### src/verilog/rv_isa_pkg.sv
package rv_isa_pkg;

    // R-type layout, used here for OP and the M extension
    typedef struct packed {
        logic [6:0] funct7;
        logic [4:0] rs2;
        logic [4:0] rs1;
        logic [2:0] funct3;
        logic [4:0] rd;
        logic [6:0] opcode;
    } rv_r_type_t;

    // J-type layout with the immediate bits as they sit in the word
    typedef struct packed {
        logic       imm20;
        logic [9:0] imm10_1;
        logic       imm11;
        logic [7:0] imm19_12;
        logic [4:0] rd;
        logic [6:0] opcode;
    } rv_j_type_t;

    // one fetched word, read through either format
    typedef union packed {
        logic [31:0] raw;
        rv_r_type_t  r;
        rv_j_type_t  j;
    } rv_inst_u;

    localparam logic [6:0] OPC_JAL = 7'b110_1111;
    localparam logic [6:0] OPC_OP  = 7'b011_0011;

    localparam logic [6:0] F7_MULDIV = 7'b000_0001;  // M extension

    // cycles the decoder stays busy per unit
    localparam logic [3:0] MUL_LAT = 4'd3;
    localparam logic [3:0] DIV_LAT = 4'd8;

endpackage

### src/verilog/fetch_pkg.sv
package fetch_pkg;

    localparam logic [31:0] RESET_PC = 32'h8000_0000;

    // queue sizing, pointer width must cover the depth exactly
    localparam int QDEPTH = 4;
    localparam int QPTR_W = 2;

    // one queue slot, also the retire payload
    typedef struct packed {
        logic [31:0]          pc;
        rv_isa_pkg::rv_inst_u inst;
    } fetch_entry_t;

    // flow change from decode back to fetch
    typedef struct packed {
        logic        valid;   // single cycle
        logic [31:0] target;
    } redirect_t;

endpackage

### src/verilog/pc_gen.sv
`timescale 1ns/1ps

module pc_gen (
    input  logic                    clk,
    input  logic                    rst_n,
    input  logic                    full,
    input  fetch_pkg::redirect_t    redirect,
    input  logic                    mem_done,
    input  logic [31:0]             mem_rdata,
    output logic                    mem_req,
    output logic [31:0]             mem_addr,
    output logic                    push,
    output fetch_pkg::fetch_entry_t push_entry
);
    import fetch_pkg::*;

    typedef enum logic {
        ST_IDLE,
        ST_WAIT
    } state_t;

    state_t      state;
    logic [31:0] pc;        // address of the next or outstanding fetch
    logic        stale;     // outstanding response belongs to a dead path
    logic        issue;
    logic [31:0] fetch_pc;

    // a redirect seen in IDLE goes straight out as the next address
    assign fetch_pc = redirect.valid ? redirect.target : pc;

    // queue is flushed by the redirect, so full does not block it
    assign issue = (state == ST_IDLE) && (!full || redirect.valid);

    // drop the response when the path just changed under it
    assign push = (state == ST_WAIT) && mem_done && !stale && !redirect.valid;

    assign mem_addr = pc;

    assign push_entry.pc       = pc;
    assign push_entry.inst.raw = mem_rdata;

    always_ff @(posedge clk or negedge rst_n) begin
        if (!rst_n) begin
            state   <= ST_IDLE;
            pc      <= RESET_PC;
            stale   <= 1'b0;
            mem_req <= 1'b0;
        end else begin
            mem_req <= issue;  // pulse in the first WAIT cycle
            case (state)
                ST_IDLE: begin
                    pc <= fetch_pc;
                    if (issue) begin
                        state <= ST_WAIT;
                    end
                end
                ST_WAIT: begin
                    if (mem_done) begin
                        state <= ST_IDLE;
                        stale <= 1'b0;
                        if (redirect.valid) begin
                            pc <= redirect.target;
                        end else if (!stale) begin
                            pc <= pc + 32'd4;
                        end
                    end else if (redirect.valid) begin
                        // request still in flight, its answer gets dropped
                        pc    <= redirect.target;
                        stale <= 1'b1;
                    end
                end
                default: state <= ST_IDLE;
            endcase
        end
    end

endmodule

### src/verilog/inst_queue.sv
`timescale 1ns/1ps

module inst_queue (
    input  logic                    clk,
    input  logic                    rst_n,
    input  logic                    push,
    input  fetch_pkg::fetch_entry_t push_entry,
    input  logic                    pop,
    input  logic                    flush,
    output fetch_pkg::fetch_entry_t head,
    output logic                    empty,
    output logic                    full
);
    import fetch_pkg::*;

    fetch_entry_t      entries [QDEPTH];
    logic [QPTR_W-1:0] wr_ptr;
    logic [QPTR_W-1:0] rd_ptr;
    logic [QPTR_W:0]   count;

    assign head  = entries[rd_ptr];
    assign empty = (count == '0);
    assign full  = (count == (QPTR_W + 1)'(QDEPTH));

    // entry storage
    always_ff @(posedge clk) begin
        if (push) begin
            entries[wr_ptr] <= push_entry;
        end
    end

    always_ff @(posedge clk or negedge rst_n) begin
        if (!rst_n) begin
            wr_ptr <= '0;
            rd_ptr <= '0;
            count  <= '0;
        end else if (flush) begin
            // wins over a push at the same edge
            wr_ptr <= '0;
            rd_ptr <= '0;
            count  <= '0;
        end else begin
            if (push) begin
                wr_ptr <= wr_ptr + 1'b1;  // wraps at depth
            end
            if (pop) begin
                rd_ptr <= rd_ptr + 1'b1;
            end
            case ({push, pop})
                2'b10:   count <= count + 1'b1;
                2'b01:   count <= count - 1'b1;
                default: count <= count;
            endcase
        end
    end

endmodule

### src/verilog/inst_decode.sv
`timescale 1ns/1ps

module inst_decode (
    input  logic                    clk,
    input  logic                    rst_n,
    input  fetch_pkg::fetch_entry_t head,
    input  logic                    empty,
    output logic                    pop,
    output fetch_pkg::redirect_t    redirect,
    output logic                    retire_valid,
    output fetch_pkg::fetch_entry_t retire
);
    import rv_isa_pkg::*;

    rv_inst_u    word;
    logic        is_muldiv;
    logic        is_div;
    logic        is_jal;
    logic [31:0] jal_off;
    logic [3:0]  unit_lat;
    logic [3:0]  busy_cnt;   // cycles left before the M result retires
    logic        busy;

    assign word = head.inst;

    // R-type view for the M extension
    assign is_muldiv = (word.r.opcode == OPC_OP) && (word.r.funct7 == F7_MULDIV);
    assign is_div    = word.r.funct3[2];
    assign unit_lat  = is_div ? DIV_LAT : MUL_LAT;

    // J-type view of the same word
    assign is_jal  = (word.j.opcode == OPC_JAL);
    assign jal_off = {{11{word.j.imm20}}, word.j.imm20, word.j.imm19_12,
                      word.j.imm11, word.j.imm10_1, 1'b0};

    assign busy = (busy_cnt != 4'd0);
    assign pop  = !empty && !busy;

    // rises with the pop of the JAL, doubles as queue flush
    assign redirect.valid  = pop && is_jal;
    assign redirect.target = head.pc + jal_off;

    always_ff @(posedge clk or negedge rst_n) begin
        if (!rst_n) begin
            busy_cnt     <= 4'd0;
            retire_valid <= 1'b0;
        end else begin
            if (pop && is_muldiv) begin
                busy_cnt <= unit_lat - 4'd1;
            end else if (busy) begin
                busy_cnt <= busy_cnt - 4'd1;
            end
            // plain words retire next cycle, M ops when the count runs out
            retire_valid <= (pop && !is_muldiv) || (busy_cnt == 4'd1);
        end
    end

    // payload held through the busy window
    always_ff @(posedge clk) begin
        if (pop) begin
            retire <= head;
        end
    end

endmodule

### src/verilog/fetch_top.sv
`timescale 1ns/1ps

module fetch_top (
    input  logic                    clk,
    input  logic                    rst_n,
    output logic                    mem_req,
    output logic [31:0]             mem_addr,
    input  logic                    mem_done,
    input  logic [31:0]             mem_rdata,
    output logic                    retire_valid,
    output fetch_pkg::fetch_entry_t retire
);
    import fetch_pkg::*;

    logic         full;
    logic         empty;
    logic         push;
    logic         pop;
    fetch_entry_t push_entry;
    fetch_entry_t head;
    redirect_t    redirect;

    pc_gen u_pc_gen (
        .clk        (clk),
        .rst_n      (rst_n),
        .full       (full),
        .redirect   (redirect),
        .mem_done   (mem_done),
        .mem_rdata  (mem_rdata),
        .mem_req    (mem_req),
        .mem_addr   (mem_addr),
        .push       (push),
        .push_entry (push_entry)
    );

    inst_queue u_queue (
        .clk        (clk),
        .rst_n      (rst_n),
        .push       (push),
        .push_entry (push_entry),
        .pop        (pop),
        .flush      (redirect.valid),   // a taken jump empties the queue
        .head       (head),
        .empty      (empty),
        .full       (full)
    );

    inst_decode u_decode (
        .clk          (clk),
        .rst_n        (rst_n),
        .head         (head),
        .empty        (empty),
        .pop          (pop),
        .redirect     (redirect),
        .retire_valid (retire_valid),
        .retire       (retire)
    );

endmodule

### config.mk
export PLATFORM = sky130hd
export DESIGN_NAME = fetch_top
export DESIGN_NICKNAME = d
export VERILOG_FILES = /design/src/verilog/rv_isa_pkg.sv /design/src/verilog/fetch_pkg.sv /design/src/verilog/pc_gen.sv /design/src/verilog/inst_queue.sv /design/src/verilog/inst_decode.sv /design/src/verilog/fetch_top.sv
export SDC_FILE = /design/constraint.sdc
export NUM_CORES = 1
export LEC_CHECK = 0
export BUFFER_PORTS_ARGS = -buffer_cell sky130_fd_sc_hd__buf_2
export CAP_MARGIN = 0
export CORE_ASPECT_RATIO = 1.1
export CORE_MARGIN = 2
export CORE_UTILIZATION = 56
export CTS_BUF_LIST = sky130_fd_sc_hd__clkbuf_2 sky130_fd_sc_hd__clkbuf_4 sky130_fd_sc_hd__clkbuf_8
export DETAILED_ROUTE_END_ITERATION = 8
export PLACE_DENSITY = 0.79
export SYNTH_ARGS = -nofsm -noshare
export SYNTH_HDL_FRONTEND = slang
export SYNTH_SLANG_ARGS = --single-unit
### constraint.sdc
create_clock -name clk -period 3.9 [get_ports clk]
set_input_delay 0.39 -clock clk [delete_from_list [all_inputs] [get_ports clk]]
set_output_delay 0.39 -clock clk [all_outputs]
set_load 0.02 [all_outputs]
# After elaboration in Yosys (flattened, before gate mapping)
# Memory sizes are Yosys's and may differ from the RTL's.
# Cells that the tools add are included.
# W data, S select, Z words.
[totals]
ff_bits = 111
latch_bits = 0
mem_bits_rw = 256
romBits = 0
inputBits = 35
output_inout_bits = 98
wordCells = 75
memories = 1
[mem_list]
columns = ["memory", "depth", "word_bits", "read_ports", "rd_clocked_by_memory_dff", "write_ports", "line", "source"]
rows = [
  ["u_queue.entries", 4, 64, 1, 0, 1, "inst_queue.sv:16", "fetch_entry_t entries [QDEPTH];"],
]
[classes]
addsub = 8
mul = 0
div = 0
magnitude_cmp = 0
n_eq_ne = 8
shift = 0
muxes = 21
bitwise_logic = 1
n_reduce_logical = 25
[op_table]
columns = ["cell", "count"]
rows = [
  ["$mux W32", 4],
  ["$pmux W32 S2", 1],
  ["$add A32 B3 Y32 const B", 1],
  ["$add A32 B32 Y32", 1],
  ["$mux W4", 3],
  ["$logic_and A1 B1 Y1", 9],
  ["$mux W2", 4],
  ["$reduce_bool A2 Y1", 4],
  ["$sub A4 B1 Y4 const B", 2],
  ["$eq A7 B1 Y1 const B", 1],
  ["$eq A7 B6 Y1 const B", 1],
  ["$eq A7 B7 Y1 const B", 1],
  ["$logic_not A1 Y1", 6],
  ["$mux W1", 6],
  ["$pmux W3 S2", 1],
  ["$add A2 B1 Y2 const B", 2],
  ["$eq A4 B1 Y1 const B", 1],
  ["$ne A4 B3 Y1 const B", 1],
  ["$reduce_bool A4 Y1", 1],
  ["$add A3 B1 Y3 const B", 1],
  ["$eq A3 B3 Y1 const B", 1],
  ["$logic_not A3 Y1", 1],
  ["$mux W3", 1],
  ["$reduce_bool A3 Y1", 1],
  ["7 further kinds", 8],
]

# Longest topological paths before layout
[logic_depth]
word_depth = 9
depth_mapped = 15
ltp_nobuf = 12

# Cells and area by module
# A second synthesis with hierarchy kept.
[hier_totals]
hier_cells = 985
hier_area_um2 = 16072.9
[modules_own_cells]
columns = ["mod", "instances", "cells_each", "area_per_inst_um2", "seq_area_each_um2"]
rows = [
  ["inst_queue", 1, 375, 9659.3, 7862.5],
  ["inst_decode", 1, 324, 3898.7, 2047.0],
  ["pc_gen", 1, 286, 2514.9, 877.1],
]

# Worst setup path before layout
# No wires, ideal clock.
[synth_path]
path_type = "register -> register"
from = "reg u_queue.rd_ptr[0]"
to = "reg u_pc_gen.pc[30] (netlist: u_pc_gen.mem_addr[30])"
setup_time_ns = 0.131
t_arrival_ns = 4.047
required_ns = 3.769
path_slack_ns = -0.278
path_stages_with_launch = 15
n_path_buf = 4
period_less_slack_ns = 4.178
path_cell_list = "dfrtp_1 -> buf_4 -> buf_2 -> buf_2 -> buf_2 -> mux4_2 -> ha_1 -> nand2_1 -> nor3_1 -> o21ai_0 -> o21ai_0 -> a31oi_1 -> o41ai_1 -> nor4_1 -> or3_1"
[synth_lines]
columns = ["element", "line", "source"]
rows = [
  ["start: declaration", "inst_queue.sv:18", "logic [QPTR_W-1:0] rd_ptr;"],
  ["start signal: assignment", "inst_queue.sv:47", "rd_ptr <= rd_ptr + 1'b1;"],
  ["end signal: assignment", "pc_gen.sv:52", "pc <= fetch_pc;"],
  ["end signal: assignment", "pc_gen.sv:62", "pc <= redirect.target;"],
  ["end signal: assignment", "pc_gen.sv:64", "pc <= pc + 32'd4;"],
  ["end: declaration", "pc_gen.sv:23", "logic [31:0] pc;"],
]

==> run_results.csv <==
group,metric,value,unit
synthesis,synth_flop_cell,"edfxtp_1",
cts,insertion_delay,590,ps
sta,skew,21.9,ps
worst_setup_path,r2r_cells,11,
worst_setup_path,r2r_slack,240,ps
power,power_density,877,nW/um^2
sta,worst_pin_slew,963,ps
worst_setup_path,crit_arrival,4120,ps
global_routing,overflow,0,
synthesis,seq_area_frac_synth,70.7,%
synthesis,ys_seq_elements,367,
global_routing,grt_pass1_wl,50.0,mm
detailed_routing,wl_per_cell,21.5,microns
synthesis,ys_warn_count,0,
layout,area_growth,16.7,%
min_path,min-delay-start,"mem_rdata[23]",
global_routing,antenna_found_initial,0,
global_routing,first_global_vias,8990,
synthesis,synth_compound_area_share,5.18,%
worst_setup_path,path_class,"flop to flop",
synthesis,syn-cell-area,15300,sq um
run,drv_cap,0,
floorplanning,coreArea,26900,sq um
worst_setup_path,critical_path.startpoint_type,"flop",
synthesis,synthMuxAreaShare,9.84,%
floorplanning,dieArea,28600,sq um
synthesis,synth_edf_count,320,
global_routing,grt_use_total,23.1,%
worst_setup_path,r2r_start,"u_queue.rd_ptr[0]$_DFFE_PN0P_",
detailed_routing,dr.first_iter.drc_count,716,
detailed_routing,vias,8831,
layout,regArea,10800,sq um
placed_design,port_buffers,132,
detailed_routing,drc_errors,0,
detailed_routing,postRouteAntennaNets,0,
synthesis,synthCells,915,
sta,fin_setup_tns,0,ps
placed_design,place.gp.congestion,0.945,
synthesis,synth_top_family_by_area,"multiplexers",
synthesis,synth-simple-area-share,6.01,%
worst_setup_path,r2r_end,"u_pc_gen.mem_addr[30]$_DFFE_PN0P_",
synthesis,yosysTopAreaCellShare,63.0,%
sta,period_minus_slack,3660,ps
floorplanning,die_w,161,microns
sta,drv_slew,0,
layout,drive_gt1_share,28.1,%
layout,fillers,1832,
floorplanning,dieHeight,177,microns
power,leakage,6.34,nW
layout,multi_input_area,4300,sq um
synthesis,yosysTopAreaCell,"edfxtp_1",
sta,slew-limit-headroom,35.8,%
min_path,holdPathEnd,"u_queue.entries[3][23]$_DFFE_PP_",
detailed_routing,routed_wl,32.5,mm
detailed_routing,viasPerCell,5.84,
sta,timing.final.crit_share,93.9,%
synthesis,synth_cell_type_count,53,
sta,hold_viol,0,
run_status,status,"completed",
synthesis,synth_xor_area_share,3.56,%
sta,rsz0062_at_grt,"false",
detailed_routing,drt_pass1_iterations,5,
min_path,hold_path_depth,1,
cts,tritoncts,"done",
sta,setup_viol,0,
worst_setup_path,end_kind,"flop",
floorplanning,start_util,56.8,%
synthesis,syn_nets,991,
cts,numCtsBuffers,54,
layout,n_antenna_cell,0,
min_path,hold_class,"input port to flop",
synthesis,syn-mean-instance-area,16.7,sq um
cts,cts-root-buf,"clkbuf_8",
cts,numClockSinks,367,
placed_design,dp_hpwl,21.3,mm
worst_setup_path,path_max_fanout,27,
cts,htreeDepth,2,
layout,fin_area,17800,sq um
sta,timing.fmax,273,MHz
worst_setup_path,critPathRequiredTime,4360,ps
global_routing,grt_max_degree,56,
synthesis,synth_area_leaders,"edfxtp_1, mux4_2, dfrtp_1, ha_1, xnor2_1",
layout,fin_nets,1187,
floorplanning,ios,133,
power,irDropWorstVdd,0.435,mV
cts,postCtsSetupRepairBufs,0,
cts,clk_path_buf_depth,3,
synthesis,synth-async-reset-ratio,12.8,%
power,total_power,15.6,mW
placed_design,placed_area,16500,sq um
cts,clk_pin_slew,60,ps
floorplanning,num_rows,63,
synthesis,synth_fa_ha_area_share,3.46,%
## cell usage after synthesis (all sizes together) (3+ instances only)
cell type / number
edfxtp: 320
mux4: 64
nand2: 64
a21oi: 52
dfrtp: 46
nor2: 44
xnor2: 41
ha: 39
o21ai: 39
nand3: 22
xor2: 21
inv: 19
clkbuf: 18
and3: 13
buf: 12
nor3: 12
nand4: 8
or3: 8
a211oi: 6
mux2i: 6
nor4: 5
o21a: 5
a21o: 4
and2: 4
nor2b: 4
a31oi: 3
a41oi: 3
nand2b: 3
o211ai: 3
o21bai: 3
## worst max path at each step
stage | cells after the start | end | startpoint
global placement | 11 | u_pc_gen.mem_addr[30]$_DFFE_PN0P_ | u_queue.rd_ptr[0]$_DFFE_PN0P_
detailed placement | 11 | u_pc_gen.mem_addr[30]$_DFFE_PN0P_ | u_queue.rd_ptr[0]$_DFFE_PN0P_
global route | 11 | u_pc_gen.mem_addr[30]$_DFFE_PN0P_ | u_queue.rd_ptr[0]$_DFFE_PN0P_
floorplan | 14 | u_pc_gen.mem_addr[30]$_DFFE_PN0P_ | u_queue.rd_ptr[0]$_DFFE_PN0P_
finish | 11 | u_pc_gen.mem_addr[30]$_DFFE_PN0P_ | u_queue.rd_ptr[0]$_DFFE_PN0P_
CTS | 11 | u_pc_gen.mem_addr[30]$_DFFE_PN0P_ | u_queue.rd_ptr[0]$_DFFE_PN0P_
## cell type report
cell class                      instances  area share (%)
Tap cell                              357            2.51
Clock buffer                           77            5.32
Clock inverter                         23           0.991
Inverter                               19           0.408
Timing Repair Buffer                  170            6.03
Sequential cell                       367            60.6
Multi-Input combinational cell        499            24.1
## where the power goes
| group | switching (mW) | internal [mW] |
|---|---|---|
| sequential | 0.473 | 5.36 |
| clock | 1.41 | 1.71 |
| combinational | 4.00 | 2.66 |
| total | 5.89 | 9.73 |
## per-layer routing
layer  global-route usage, %  wire [microns]
met5                       0               0
met4                    6.21             664
met3                    3.84            2110
met2                    40.2           16700
met1                    30.5           13000
## cells in the final DEF (no fill, tap or decap), types with 21 or more instances in the layout
cell	n
nand2_1	64
xnor2_1	41
ha_1	39
mux4_2	64
a21oi_1	52
nand3_1	22
edfxtp_1	320
buf_2	132
dfrtp_1	44
xor2_1	21
clkbuf_8	59
nor2_1	44
o21ai_0	36
## per-stage QoR
| stage | instances | utilization, % | hold WS (ps) | setup WS, ps |
|---|---|---|---|---|
| floorplan | 915 | - | 94.4 | -87.2 |
| global placement | 1396 | 61.4 | 495 | 269 |
| detailed placement | 1396 | 61.4 | 507 | 188 |
| CTS | 1512 | 66.2 | 2.09 | 152 |
| global route | 1512 | 66.2 | 2.42 | 19.1 |
| finish | 1512 | 66.2 | 29.1 | 236 |
## cell families (layout without fill, tap and decap cells)
family | Yosys count | count (layout)
AOI/OAI and AO/OA | 132 | 132
xor gates and xnor gates | 62 | 62
adders and majority gates | 41 | 41
buffers and inverters | 49 | 289
DFF | 367 | 367
muxes | 70 | 70
and+or+nand+nor | 194 | 194
## timing repair
action | CTS | global route
endpoints found under the setup margin | 0 | 4
resized for setup | 0 | 4
hold buffers | 16 | 0
endpoints found under the hold margin | 82 | 0
## flip-flops by register name, indices dropped and copies added (netlist names)
name                   cells
u_queue.entries          256
u_decode.retire           64
u_pc_gen.mem_addr         32
u_decode.busy_cnt          4
u_queue.count              3
u_queue.rd_ptr             2
u_queue.wr_ptr             2
u_decode.retire_valid      1
u_pc_gen.mem_req           1
u_pc_gen.stale             1
u_pc_gen.state             1
## critical path, stage by stage (launching register included)
cell,delay (ps)
dfrtp_4,440
buf_12,250
mux4_2,610
ha_1,400
and2_1,190
and3_1,220
nand4_1,140
o21ai_1,250
a31oi_1,150
o41ai_1,430
nor4_1,70
or3_1,350
Note: power is estimated with default switching activity, not from simulation.
